[config.mk]
export PLATFORM = sky130hd
export DESIGN_NAME = u2_ctrl
export DESIGN_NICKNAME = d
export VERILOG_FILES = /design/src/rtl/u2_ctrl_pkg.sv /design/src/rtl/setting_reg.sv /design/src/rtl/axil_settings_bus.sv /design/src/rtl/ctrl_regs.sv /design/src/rtl/vita_time.sv /design/src/rtl/u2_ctrl.sv
export SDC_FILE = /design/constraint.sdc
export NUM_CORES = 1
export LEC_CHECK = 0
export ABC_AREA = 0
export BUFFER_PORTS_ARGS = -buffer_cell sky130_fd_sc_hd__buf_2
export CAP_MARGIN = 20
export CORE_UTILIZATION = 55
export CTS_BUF_LIST = sky130_fd_sc_hd__clkbuf_8
export DETAILED_ROUTE_END_ITERATION = 10
export PLACE_DENSITY_LB_ADDON = 0.2
export SYNTH_ARGS = -nofsm -noshare
export SYNTH_HDL_FRONTEND = slang
export SYNTH_SLANG_ARGS = --single-unit
[constraint.sdc]
create_clock -name dsp_clk -period 7.8 [get_ports dsp_clk]
set_input_delay 1.17 -clock dsp_clk [delete_from_list [all_inputs] [get_ports dsp_clk]]
set_output_delay 1.17 -clock dsp_clk [all_outputs]
set_load 0.01 [all_outputs]
[src/rtl/u2_ctrl_pkg.sv]
////////////////////////////////////////////////////////////
// Shared widths, settings addresses and control-pin payload
// types for the mainboard control plane
////////////////////////////////////////////////////////////

package u2_ctrl_pkg;

   // Bus and settings widths
   localparam int AXIL_ADDR_W = 10;
   localparam int DATA_W      = 32;
   localparam int SET_ADDR_W  = 8;

   ////////////////////////////////////////////////////////////
   // Settings bus address map
   localparam logic [SET_ADDR_W-1:0] SR_CLOCK      = 8'd0;
   localparam logic [SET_ADDR_W-1:0] SR_SERDES     = 8'd1;
   localparam logic [SET_ADDR_W-1:0] SR_ADC        = 8'd2;
   localparam logic [SET_ADDR_W-1:0] SR_LED        = 8'd3;
   localparam logic [SET_ADDR_W-1:0] SR_PHY        = 8'd4;
   localparam logic [SET_ADDR_W-1:0] SR_LED_SRC    = 8'd8;
   // Time words, secs is write to arm and read for current value
   localparam logic [SET_ADDR_W-1:0] SR_TIME_SECS  = 8'd192;
   localparam logic [SET_ADDR_W-1:0] SR_TIME_TICKS = 8'd193;

   // 100 MHz sample clock
   localparam int unsigned TICKS_PER_SEC_DEFAULT = 100_000_000;

   ////////////////////////////////////////////////////////////
   // Control-pin payloads, MSB first
   typedef struct packed {
      logic       clock_ready;
      logic [1:0] clk_en;
      logic [1:0] clk_sel;
   } clock_t;

   typedef struct packed {
      logic enable;
      logic prbsen;
      logic loopen;
      logic rx_en;
   } serdes_t;

   typedef struct packed {
      logic oe_a;
      logic on_a;
      logic oe_b;
      logic on_b;
   } adc_t;

   typedef logic [7:0] led_t;

   // High holds the PHY in reset
   typedef logic phy_t;

endpackage

[src/rtl/setting_reg.sv]
////////////////////////////////////////////////////////////
// Single settings register, loads its payload on a strobe
// at its own address
////////////////////////////////////////////////////////////
`timescale 1ns/10ps

module setting_reg #(
   parameter type                                   payload_t = logic [31:0],
   parameter logic [u2_ctrl_pkg::SET_ADDR_W-1:0]    ADDR      = '0
) (
   input  logic                               dsp_clk,
   input  logic                               wb_rst,
   input  logic                               set_stb_i,
   input  logic [u2_ctrl_pkg::SET_ADDR_W-1:0] set_addr_i,
   input  logic [u2_ctrl_pkg::DATA_W-1:0]     set_data_i,
   output payload_t                           value_o
);

   localparam int PAYLOAD_W = $bits(payload_t);

   always_ff @(posedge dsp_clk) begin
      if (wb_rst) begin
         value_o <= '0;
      end else if (set_stb_i && (set_addr_i == ADDR)) begin
         // Low bits of the word only
         value_o <= payload_t'(set_data_i[PAYLOAD_W-1:0]);
      end
   end

endmodule

[src/rtl/axil_settings_bus.sv]
////////////////////////////////////////////////////////////
// AXI4-Lite slave to settings bus bridge
// Writes become one-cycle settings strobes, reads fetch a readback word
////////////////////////////////////////////////////////////
`timescale 1ns/10ps

module axil_settings_bus (
   input  logic                                dsp_clk,
   input  logic                                wb_rst,
   // Write address channel
   input  logic                                awvalid_i,
   output logic                                awready_o,
   input  logic [u2_ctrl_pkg::AXIL_ADDR_W-1:0] awaddr_i,
   // Write data channel
   input  logic                                wvalid_i,
   output logic                                wready_o,
   input  logic [u2_ctrl_pkg::DATA_W-1:0]      wdata_i,
   // Write response channel, always OKAY
   output logic                                bvalid_o,
   input  logic                                bready_i,
   // Read address channel
   input  logic                                arvalid_i,
   output logic                                arready_o,
   input  logic [u2_ctrl_pkg::AXIL_ADDR_W-1:0] araddr_i,
   // Read data channel, always OKAY
   output logic                                rvalid_o,
   input  logic                                rready_i,
   output logic [u2_ctrl_pkg::DATA_W-1:0]      rdata_o,
   // Settings bus
   output logic                                set_stb_o,
   output logic [u2_ctrl_pkg::SET_ADDR_W-1:0]  set_addr_o,
   output logic [u2_ctrl_pkg::DATA_W-1:0]      set_data_o,
   // Readback port
   output logic [u2_ctrl_pkg::SET_ADDR_W-1:0]  rb_addr_o,
   input  logic [u2_ctrl_pkg::DATA_W-1:0]      rb_data_i
);

   typedef enum logic [1:0] {
      IDLE,
      WRITE_RESP,
      READ_FETCH,
      READ_RESP
   } state_t;

   state_t state;
   logic   wr_go;
   logic   rd_go;

   ////////////////////////////////////////////////////////////
   // Handshake decode
   // Full write offer needs both address and data
   assign wr_go = (state == IDLE) && awvalid_i && wvalid_i;
   // Write wins a tie with a read
   assign rd_go = (state == IDLE) && arvalid_i && !(awvalid_i && wvalid_i);

   assign awready_o = wr_go;
   assign wready_o  = wr_go;
   assign arready_o = rd_go;

   // Responses straight from state
   assign bvalid_o = (state == WRITE_RESP);
   assign rvalid_o = (state == READ_RESP);

   ////////////////////////////////////////////////////////////
   // FSM and settings strobe
   always_ff @(posedge dsp_clk) begin
      if (wb_rst) begin
         state     <= IDLE;
         set_stb_o <= 1'b0;
      end else begin
         // One strobe per accepted write
         set_stb_o <= wr_go;
         case (state)
            IDLE: begin
               if (wr_go) begin
                  state <= WRITE_RESP;
               end else if (rd_go) begin
                  state <= READ_FETCH;
               end
            end
            WRITE_RESP: begin
               if (bready_i) begin
                  state <= IDLE;
               end
            end
            // Readback mux settles during this cycle
            READ_FETCH: begin
               state <= READ_RESP;
            end
            READ_RESP: begin
               if (rready_i) begin
                  state <= IDLE;
               end
            end
            default: begin
               state <= IDLE;
            end
         endcase
      end
   end

   ////////////////////////////////////////////////////////////
   // Address and data capture
   always_ff @(posedge dsp_clk) begin
      // Word address from byte address
      if (wr_go) begin
         set_addr_o <= awaddr_i[u2_ctrl_pkg::AXIL_ADDR_W-1:2];
         set_data_o <= wdata_i;
      end
      if (rd_go) begin
         rb_addr_o <= araddr_i[u2_ctrl_pkg::AXIL_ADDR_W-1:2];
      end
      // Held through READ_RESP until rready
      if (state == READ_FETCH) begin
         rdata_o <= rb_data_i;
      end
   end

endmodule

[src/rtl/ctrl_regs.sv]
////////////////////////////////////////////////////////////
// Control settings bank, LED source mux and readback select
////////////////////////////////////////////////////////////
`timescale 1ns/10ps

module ctrl_regs (
   input  logic                               dsp_clk,
   input  logic                               wb_rst,
   // Settings bus
   input  logic                               set_stb_i,
   input  logic [u2_ctrl_pkg::SET_ADDR_W-1:0] set_addr_i,
   input  logic [u2_ctrl_pkg::DATA_W-1:0]     set_data_i,
   // Readback
   input  logic [u2_ctrl_pkg::SET_ADDR_W-1:0] rb_addr_i,
   output logic [u2_ctrl_pkg::DATA_W-1:0]     rb_data_o,
   input  logic [u2_ctrl_pkg::DATA_W-1:0]     secs_i,
   input  logic [u2_ctrl_pkg::DATA_W-1:0]     ticks_i,
   // Hardware LED sources
   input  logic                               clk_status_i,
   input  logic                               serdes_link_up_i,
   // Control pins
   output u2_ctrl_pkg::led_t                  leds_o,
   output u2_ctrl_pkg::clock_t                clock_o,
   output u2_ctrl_pkg::serdes_t               serdes_o,
   output u2_ctrl_pkg::adc_t                  adc_o,
   output logic                               phy_resetn_o
);

   u2_ctrl_pkg::led_t led_sw;
   u2_ctrl_pkg::led_t led_src;
   u2_ctrl_pkg::led_t led_hw;
   u2_ctrl_pkg::phy_t phy_reset;

   ////////////////////////////////////////////////////////////
   // Settings registers
   setting_reg #(.payload_t(u2_ctrl_pkg::clock_t), .ADDR(u2_ctrl_pkg::SR_CLOCK)) sr_clock (
      .dsp_clk(dsp_clk), .wb_rst(wb_rst), .set_stb_i(set_stb_i), .set_addr_i(set_addr_i),
      .set_data_i(set_data_i), .value_o(clock_o));

   setting_reg #(.payload_t(u2_ctrl_pkg::serdes_t), .ADDR(u2_ctrl_pkg::SR_SERDES)) sr_serdes (
      .dsp_clk(dsp_clk), .wb_rst(wb_rst), .set_stb_i(set_stb_i), .set_addr_i(set_addr_i),
      .set_data_i(set_data_i), .value_o(serdes_o));

   setting_reg #(.payload_t(u2_ctrl_pkg::adc_t), .ADDR(u2_ctrl_pkg::SR_ADC)) sr_adc (
      .dsp_clk(dsp_clk), .wb_rst(wb_rst), .set_stb_i(set_stb_i), .set_addr_i(set_addr_i),
      .set_data_i(set_data_i), .value_o(adc_o));

   setting_reg #(.payload_t(u2_ctrl_pkg::led_t), .ADDR(u2_ctrl_pkg::SR_LED)) sr_led (
      .dsp_clk(dsp_clk), .wb_rst(wb_rst), .set_stb_i(set_stb_i), .set_addr_i(set_addr_i),
      .set_data_i(set_data_i), .value_o(led_sw));

   setting_reg #(.payload_t(u2_ctrl_pkg::led_t), .ADDR(u2_ctrl_pkg::SR_LED_SRC)) sr_led_src (
      .dsp_clk(dsp_clk), .wb_rst(wb_rst), .set_stb_i(set_stb_i), .set_addr_i(set_addr_i),
      .set_data_i(set_data_i), .value_o(led_src));

   setting_reg #(.payload_t(u2_ctrl_pkg::phy_t), .ADDR(u2_ctrl_pkg::SR_PHY)) sr_phy (
      .dsp_clk(dsp_clk), .wb_rst(wb_rst), .set_stb_i(set_stb_i), .set_addr_i(set_addr_i),
      .set_data_i(set_data_i), .value_o(phy_reset));

   ////////////////////////////////////////////////////////////
   // LEDs, source bit 1 picks hardware and 0 picks software
   assign led_hw = {6'b0, clk_status_i, serdes_link_up_i};
   assign leds_o = (led_src & led_hw) | (~led_src & led_sw);

   // Pin is active low
   assign phy_resetn_o = ~phy_reset;

   ////////////////////////////////////////////////////////////
   // Readback select
   always_comb begin
      // Unmapped reads return zero
      rb_data_o = '0;
      case (rb_addr_i)
         u2_ctrl_pkg::SR_CLOCK:      rb_data_o[$bits(u2_ctrl_pkg::clock_t)-1:0] = clock_o;
         u2_ctrl_pkg::SR_SERDES:     rb_data_o[$bits(u2_ctrl_pkg::serdes_t)-1:0] = serdes_o;
         u2_ctrl_pkg::SR_ADC:        rb_data_o[$bits(u2_ctrl_pkg::adc_t)-1:0] = adc_o;
         u2_ctrl_pkg::SR_LED:        rb_data_o[$bits(u2_ctrl_pkg::led_t)-1:0] = led_sw;
         u2_ctrl_pkg::SR_LED_SRC:    rb_data_o[$bits(u2_ctrl_pkg::led_t)-1:0] = led_src;
         // Stored setting, not the inverted pin
         u2_ctrl_pkg::SR_PHY:        rb_data_o[0] = phy_reset;
         u2_ctrl_pkg::SR_TIME_SECS:  rb_data_o = secs_i;
         u2_ctrl_pkg::SR_TIME_TICKS: rb_data_o = ticks_i;
         default:                    rb_data_o = '0;
      endcase
   end

endmodule

[src/rtl/vita_time.sv]
////////////////////////////////////////////////////////////
// VITA time counter, seconds and ticks with PPS-armed load
////////////////////////////////////////////////////////////
`timescale 1ns/10ps

module vita_time #(
   parameter int unsigned TICKS_PER_SEC = u2_ctrl_pkg::TICKS_PER_SEC_DEFAULT
) (
   input  logic                               dsp_clk,
   input  logic                               wb_rst,
   input  logic                               set_stb_i,
   input  logic [u2_ctrl_pkg::SET_ADDR_W-1:0] set_addr_i,
   input  logic [u2_ctrl_pkg::DATA_W-1:0]     set_data_i,
   input  logic                               pps_i,
   output logic [u2_ctrl_pkg::DATA_W-1:0]     secs_o,
   output logic [u2_ctrl_pkg::DATA_W-1:0]     ticks_o
);

   localparam logic [u2_ctrl_pkg::DATA_W-1:0] LAST_TICK = u2_ctrl_pkg::DATA_W'(TICKS_PER_SEC - 1);

   logic                              pps_meta;
   logic                              pps_sync;
   logic                              pps_sync_d;
   logic                              pps_edge;
   logic                              load_armed;
   logic [u2_ctrl_pkg::DATA_W-1:0]    secs_load;
   logic                              secs_wr;

   assign secs_wr  = set_stb_i && (set_addr_i == u2_ctrl_pkg::SR_TIME_SECS);
   // Rising edge after the two-flop sync
   assign pps_edge = pps_sync && !pps_sync_d;

   ////////////////////////////////////////////////////////////
   // PPS synchronizer, async input
   always_ff @(posedge dsp_clk) begin
      if (wb_rst) begin
         pps_meta   <= 1'b0;
         pps_sync   <= 1'b0;
         pps_sync_d <= 1'b0;
      end else begin
         pps_meta   <= pps_i;
         pps_sync   <= pps_meta;
         pps_sync_d <= pps_sync;
      end
   end

   // Armed seconds value
   always_ff @(posedge dsp_clk) begin
      if (secs_wr) begin
         secs_load <= set_data_i;
      end
   end

   ////////////////////////////////////////////////////////////
   // Counter and load
   always_ff @(posedge dsp_clk) begin
      if (wb_rst) begin
         secs_o     <= '0;
         ticks_o    <= '0;
         load_armed <= 1'b0;
      end else begin
         if (pps_edge && load_armed) begin
            // Jump to new epoch at PPS
            secs_o     <= secs_load;
            ticks_o    <= '0;
            load_armed <= 1'b0;
         end else if (ticks_o == LAST_TICK) begin
            ticks_o <= '0;
            secs_o  <= secs_o + 1'b1;
         end else begin
            ticks_o <= ticks_o + 1'b1;
         end
         // A fresh write re-arms even on a load cycle
         if (secs_wr) begin
            load_armed <= 1'b1;
         end
      end
   end

endmodule

[src/rtl/u2_ctrl.sv]
////////////////////////////////////////////////////////////
// Mainboard control plane top, AXI4-Lite settings access,
// control pins, LEDs and VITA time
////////////////////////////////////////////////////////////
`timescale 1ns/10ps

module u2_ctrl #(
   parameter int unsigned TICKS_PER_SEC = u2_ctrl_pkg::TICKS_PER_SEC_DEFAULT
) (
   input  logic                                dsp_clk,
   input  logic                                wb_rst,
   // AXI4-Lite slave
   input  logic                                awvalid_i,
   output logic                                awready_o,
   input  logic [u2_ctrl_pkg::AXIL_ADDR_W-1:0] awaddr_i,
   input  logic                                wvalid_i,
   output logic                                wready_o,
   input  logic [u2_ctrl_pkg::DATA_W-1:0]      wdata_i,
   output logic                                bvalid_o,
   input  logic                                bready_i,
   input  logic                                arvalid_i,
   output logic                                arready_o,
   input  logic [u2_ctrl_pkg::AXIL_ADDR_W-1:0] araddr_i,
   output logic                                rvalid_o,
   input  logic                                rready_i,
   output logic [u2_ctrl_pkg::DATA_W-1:0]      rdata_o,
   // Board inputs
   input  logic                                pps_i,
   input  logic                                clk_status_i,
   input  logic                                serdes_link_up_i,
   // Control pins
   output logic [7:0]                          leds_o,
   output logic                                clock_ready_o,
   output logic [1:0]                          clk_en_o,
   output logic [1:0]                          clk_sel_o,
   output logic                                ser_enable_o,
   output logic                                ser_prbsen_o,
   output logic                                ser_loopen_o,
   output logic                                ser_rx_en_o,
   output logic                                adc_oe_a_o,
   output logic                                adc_on_a_o,
   output logic                                adc_oe_b_o,
   output logic                                adc_on_b_o,
   output logic                                phy_resetn_o
);

   // Settings bus
   logic                               set_stb;
   logic [u2_ctrl_pkg::SET_ADDR_W-1:0] set_addr;
   logic [u2_ctrl_pkg::DATA_W-1:0]     set_data;
   // Readback path
   logic [u2_ctrl_pkg::SET_ADDR_W-1:0] rb_addr;
   logic [u2_ctrl_pkg::DATA_W-1:0]     rb_data;
   logic [u2_ctrl_pkg::DATA_W-1:0]     secs;
   logic [u2_ctrl_pkg::DATA_W-1:0]     ticks;
   // Pin groups
   u2_ctrl_pkg::clock_t                clock;
   u2_ctrl_pkg::serdes_t               serdes;
   u2_ctrl_pkg::adc_t                  adc;

   ////////////////////////////////////////////////////////////
   // Host bus
   axil_settings_bus u_bus (
      .dsp_clk(dsp_clk), .wb_rst(wb_rst),
      .awvalid_i(awvalid_i), .awready_o(awready_o), .awaddr_i(awaddr_i),
      .wvalid_i(wvalid_i), .wready_o(wready_o), .wdata_i(wdata_i),
      .bvalid_o(bvalid_o), .bready_i(bready_i),
      .arvalid_i(arvalid_i), .arready_o(arready_o), .araddr_i(araddr_i),
      .rvalid_o(rvalid_o), .rready_i(rready_i), .rdata_o(rdata_o),
      .set_stb_o(set_stb), .set_addr_o(set_addr), .set_data_o(set_data),
      .rb_addr_o(rb_addr), .rb_data_i(rb_data));

   // Settings bank and readback
   ctrl_regs u_regs (
      .dsp_clk(dsp_clk), .wb_rst(wb_rst),
      .set_stb_i(set_stb), .set_addr_i(set_addr), .set_data_i(set_data),
      .rb_addr_i(rb_addr), .rb_data_o(rb_data), .secs_i(secs), .ticks_i(ticks),
      .clk_status_i(clk_status_i), .serdes_link_up_i(serdes_link_up_i),
      .leds_o(leds_o), .clock_o(clock), .serdes_o(serdes), .adc_o(adc),
      .phy_resetn_o(phy_resetn_o));

   // Time base
   vita_time #(.TICKS_PER_SEC(TICKS_PER_SEC)) u_time (
      .dsp_clk(dsp_clk), .wb_rst(wb_rst),
      .set_stb_i(set_stb), .set_addr_i(set_addr), .set_data_i(set_data),
      .pps_i(pps_i), .secs_o(secs), .ticks_o(ticks));

   ////////////////////////////////////////////////////////////
   // Payloads out to pins
   assign clock_ready_o = clock.clock_ready;
   assign clk_en_o      = clock.clk_en;
   assign clk_sel_o     = clock.clk_sel;

   assign ser_enable_o  = serdes.enable;
   assign ser_prbsen_o  = serdes.prbsen;
   assign ser_loopen_o  = serdes.loopen;
   assign ser_rx_en_o   = serdes.rx_en;

   assign adc_oe_a_o    = adc.oe_a;
   assign adc_on_a_o    = adc.on_a;
   assign adc_oe_b_o    = adc.oe_b;
   assign adc_on_b_o    = adc.on_b;

endmodule

**Word level (Yosys, flattened, before mapping)**

Cells that the tools add are included.

- Logic and storage cells: 91
- Output and inout bits: 59
- Input bits: 62
- Register bits after elaboration: 213

- Reduce and logical (&&, ||, !) cells: 23
- Mux-type cells: 14
- Add/subtract/negate cells: 2
- Bitwise gates (word level): 5
- Eq/ne operators: 20

Operator list:

| cell | count |
|---|---|
| $add A32 B1 Y32 const B | 2 |
| $mux W32 | 2 |
| $pmux W24 S2 | 1 |
| $eq A32 B27 Y1 const B | 1 |
| $eq A8 B2 Y1 const B | 4 |
| $eq A8 B8 Y1 const B | 3 |
| $pmux W3 S7 | 1 |
| $eq A8 B1 Y1 const B | 2 |
| $eq A8 B3 Y1 const B | 2 |
| $eq A8 B4 Y1 const B | 2 |
| $logic_not A8 Y1 | 2 |
| $logic_and A1 B1 Y1 | 14 |
| $pmux W3 S4 | 1 |
| $and A8 B2 Y8 | 1 |
| $and A8 B8 Y8 | 1 |
| $mux W2 | 4 |
| $not A8 Y8 | 1 |
| $or A8 B8 Y8 | 1 |
| $pmux W1 S8 | 1 |
| $pmux W2 S4 | 1 |
| $pmux W1 S5 | 1 |
| $eq A2 B2 Y1 const B | 2 |
| $ne A2 B1 Y1 const B | 2 |
| $reduce_bool A2 Y1 | 2 |
| other kinds (8) | 10 |

**Logic depth before layout (Yosys ltp)**

- Depth after elaboration: 6
- Mapped depth: 8
- Gate-level depth less buffers: 6

**By module**

From an unflattened synthesis, not the netlist that was laid out.

- Cells, all modules: 828
- Area, all modules: 9556.7 um^2

By module, submodules not included:

| module | cells each | area an instance (um^2) | instances | seq. area each (um^2) |
|---|---|---|---|---|
| vita_time | 483 | 4635.7 | 1 | 2322.2 |
| axil_settings_bus | 100 | 2562.5 | 1 | 2462.4 |
| ctrl_regs | 104 | 839.6 | 1 | 0.0 |
| setting_reg (u_regs.sr_adc ...) | 19 | 214.0 | 2 | 80.1 |
| setting_reg (u_regs.sr_led) | 36 | 386.6 | 1 | 160.2 |
| setting_reg (u_regs.sr_led_src) | 37 | 379.1 | 1 | 160.2 |
| setting_reg (u_regs.sr_clock) | 23 | 254.0 | 1 | 100.1 |
| setting_reg (u_regs.sr_phy) | 7 | 71.3 | 1 | 20.0 |

**Least setup slack after synthesis**

OpenSTA, ideal clock, no wires.

- Path kind: input -> output
- Start: input port wvalid_i
- End: output port wready_o
- Cell stages on the path: 3
- Arrival time: 4.697 ns
- Buffers on the path: 1
- Data required time: 6.630 ns
- Path slack: 1.933 ns
- Cell sequence: nand2_1 -> nor3_1 -> buf_4

- Cells in the longest elaborated chain, start to end: 1

Ends and longest elaborated chain:

| item | line | source |
|---|---|---|
| start: declaration | u2_ctrl.sv:16 | `input logic wvalid_i,` |
| $logic_and A1 B1 Y1 | axil_settings_bus.sv:52 | `assign wr_go = (state == IDLE) && awvalid_i && wvalid_i;` |
| end: declaration | u2_ctrl.sv:17 | `output logic wready_o,` |

No other way between the ends.

**Worst setup path after layout**

- Start: input port wvalid_i
- End: output port awready_o

- Cells in the longest elaborated chain, start to end: 1

Ends and longest elaborated chain:

| item | line | source |
|---|---|---|
| $logic_and A1 B1 Y1 | axil_settings_bus.sv:52 |  |
| end: declaration | u2_ctrl.sv:14 | `output logic awready_o,` |

No other way between the ends.

==> results by group <==
Outcome
  • Status: complete, no violations

Finish
  • Final non-filler cell total: approximately 1100
  • Post-route core utilization: approximately two thirds
  • Nets: between 900 and 1000
  • Layout cells sized above 1: between 20% and 30%
  • Synth-to-layout area growth: 15.8%
  • Final Cell Area: between 10000 and 15000 um^2
  • Filler instances: around 1200
  • Inserted Diodes: 0

Global route
  • Global-route wire length before repair: around 30000 um
  • Total Routing Usage GR: around a quarter
  • Vias in the first global route: around 6100
  • Global route overflow: 0
  • Largest net degree at the start of global routing: 64
  • Initial antenna violation count: 0

Clock network
  • CTS Sinks: 213
  • CTS clk-pin slew, worst paths: approximately 0.060 ns
  • Post-cts hold buffer count: 0
  • TritonCTS buffer count: 36
  • Resized Gates After CTS: 0
  • Root Buffer: clkbuf_8
  • Setup Fix Bufs, Post-CTS: 0
  • Worst-case clock buffer depth: 3
  • CTS tree: done
  • Worst skew pair latency: around 0.52 ns
  • H-tree levels: 2

Floorplanning
  • Die Area: ~17000 um^2
  • Core area: around 15000 um^2
  • Die Y: around 130 um
  • Initial core utilization: ~57%
  • Die X: about 130 um
  • # rows: 45
  • IO Count: around 120

Synthesis
  • Synth Area per Inst: roughly 12 um^2
  • Ys Warns: 0
  • Number of enable flip-flop cells after synthesis: around 110
  • Primary FF master, synth: edfxtp_1
  • Synth Net Count: 813
  • Post-Syn Instances: approximately 750
  • Async SR Flop Fraction: 0%
  • Syn Std Cell Area: approximately 8800 um^2
  • Synth cell types: 57
  • Register area share after synthesis: approximately 61%
  • Synthesized flop and latch total: approximately 210

Setup path
  • CP arrival: around 2.2 ns
  • Max FO, Critical Path: 42
  • Critical path required time: about 6.6 ns
  • Crit Path Category: input port to primary output
  • Critical Path Source Type: input port
  • CP endpoint kind: primary output

Detailed routing
  • Initial detailed-routing violation count: 621
  • Routed vias: 6421
  • DR DRC count: 0
  • Detailed-router iteration count before antenna repair: 8
  • Antenna Nets Post-Route: 0
  • Total wire length: approximately 19000 um
  • WL/cell: between 15 and 20 um
  • Routed vias/inst: 5.80

Power
  • Power Total: between 2 and 2.5 mW
  • Pleak: 3.90 nW
  • Worst vdd ir: between 0.00015 and 0.0002 V
  • Pwr/cell area: roughly 210 nW/um^2

STA
  • Final worst-path cycle share: 42.6%
  • # setup viols final: 0
  • Final Hold Vio Count: 0
  • Worst Clk Skew: 0.0191 ns
  • Slew @ Worst Pin: approximately 0.8 ns
  • Fmax: 301 MHz
  • Final-report max-slew violation count: 0
  • Post-layout minimum cycle time: 3.32 ns
  • Slew Limit Headroom: between 40 and 50%
  • TNS Setup: 0 ns
  • Unrepaired setup endpoints after global routing: false

Place
  • Gpl congestion: approximately 0.81
  • Placed instance area: around 9600 um^2
  • DP HPWL: between 10000 and 15000 um
  • Number of I/O port buffers: ~120
  • Placed Cells: 1044

Worst hold path
  • HP Class: register to register

Job
  • Max_cap viols: 0
through the flow:
stage	hold WS (ns)	worst slack [ns]
floorplan	0.400	1.93
global placement	0.406	4.15
detailed placement	0.405	4.47
CTS	0.415	4.46
global route	0.425	4.33
finish	0.415	4.48
cells by family after synthesis:
family                     Yosys count  synth area share [%]
AOI/OAI and AO/OA                  126                  9.98
xor gates and xnor gates            39                  3.88
adders and majority gates            2                 0.284
buffers and inverters               54                  2.53
DFF                                213                  61.2
muxes                               40                  4.68
and+or+nand+nor                    275                  17.5
critical path, stage by stage:
cell and delay [ns]:
buf_2 0.07, nand2_1 0.11, nor3_2 0.12, buf_4 0.42
buf_2 0.22
layout make-up:
cell class              instances  area, um^2  area share [%]
flip-flops and latches        213        5390            52.8
repair buffers                124         661            6.48
multi-input cells             482        3210            31.5
clock inverters                26         110            1.08
clock buffers                  37         509            5.00
inverters                      14        52.6           0.515
well taps                     211         264            2.59
worst paths after layout:
check	cells after the start	end	startpoint	slack, ns
max	5	awready_o	wvalid_i	4.48
min	0	u_time.secs_load[25]$_DFFE_PP_	u_bus.set_data_o[25]$_DFFE_PP_	0.42
max reg2reg	6	u_time.ticks_o[26]$_SDFF_PP0_	u_time.ticks_o[26]$_SDFF_PP0_	4.90
min reg2reg	0	u_time.secs_load[25]$_DFFE_PP_	u_bus.set_data_o[25]$_DFFE_PP_	0.42
registers in the layout (all words and copies together), names as in the netlist, 2 cells and up:
signal	count
u_time.ticks_o	32
u_regs.sr_led.value_o	8
u_time.secs_o	32
u_regs.sr_clock.value_o	5
u_time.secs_load	32
u_regs.sr_led_src.value_o	8
u_bus.rb_addr_o	8
u_regs.sr_serdes.value_o	4
u_bus.state	2
u_regs.sr_adc.value_o	4
u_bus.set_data_o	32
u_bus.rdata_o	32
u_bus.set_addr_o	8
layer usage:
layer  GRT usage (%)  up-vias  share of wire (%)  wire length (um)
met2            34.3      268                 44              8270
met1            34.5     3050                 47              8860
met5               0        -                  0                 0
met3            4.57       34                7.3              1370
met4            9.07        0                1.8               346
li1                -     3069                  -                 -
cells in the final DEF (no fill, tap or decap), drive strengths merged, types with 5 or more instances in the layout:
cell type  count
xor2          12
a21oi         13
and3          15
nor2b         13
inv           29
nor2          77
a31o           5
nor3          15
buf          124
xnor2         27
dfxtp        101
a31oi         19
a222oi         8
clkbuf        37
nor4          15
or3            6
mux2           9
o21ai         31
nand3b         5
mux2i         31
nand2         39
or4           15
o31ai         12
and2          10
clkinv        10
edfxtp       112
a22o          24
nand4         19
and4           8
nand3         22
where the power goes:
group / switching, mW / internal, mW / total (mW)
Sequential: 0.0169 / 1.21 / 1.23
Combinational: 0.0449 / 0.0296 / 0.0745
Clock: 0.423 / 0.441 / 0.863
Total: 0.484 / 1.68 / 2.17
cell usage after synthesis, types with 3 or more instances:
| master | n | share of area [%] |
|---|---|---|
| mux2_2 | 9 | 1.2 |
| o21ai_0 | 31 | 1.8 |
| nand4_1 | 18 | 1.3 |
| or3_1 | 5 | 0.36 |
| dfxtp_1 | 101 | 23 |
| xnor2_1 | 27 | 2.7 |
| nor4bb_1 | 3 | 0.34 |
| nand2b_1 | 3 | 0.21 |
| a31o_2 | 5 | 0.50 |
| nand2_1 | 38 | 1.6 |
| nor4_1 | 13 | 0.92 |
| or4_1 | 14 | 1.2 |
| inv_1 | 14 | 0.60 |
| a22o_1 | 24 | 2.4 |
| nand3b_1 | 5 | 0.43 |
| o31ai_1 | 12 | 1.0 |
| a31oi_1 | 19 | 1.4 |
| buf_2 | 4 | 0.23 |
| a22oi_1 | 3 | 0.26 |
| xor2_1 | 12 | 1.2 |
| mux2i_1 | 31 | 3.5 |
| and4_1 | 7 | 0.70 |
| nor2_1 | 77 | 3.3 |
| nor2b_1 | 13 | 0.92 |
| a222oi_1 | 8 | 0.91 |
| edfxtp_1 | 112 | 38 |
| and3_1 | 15 | 1.1 |
| and2_1 | 10 | 0.71 |
| a211oi_1 | 3 | 0.26 |
| a21oi_1 | 13 | 0.74 |
| nand3_1 | 21 | 1.2 |
| nor3_1 | 15 | 0.85 |
| clkbuf_1 | 33 | 1.4 |
No activity file was read; power rests on OpenSTA's default activity.
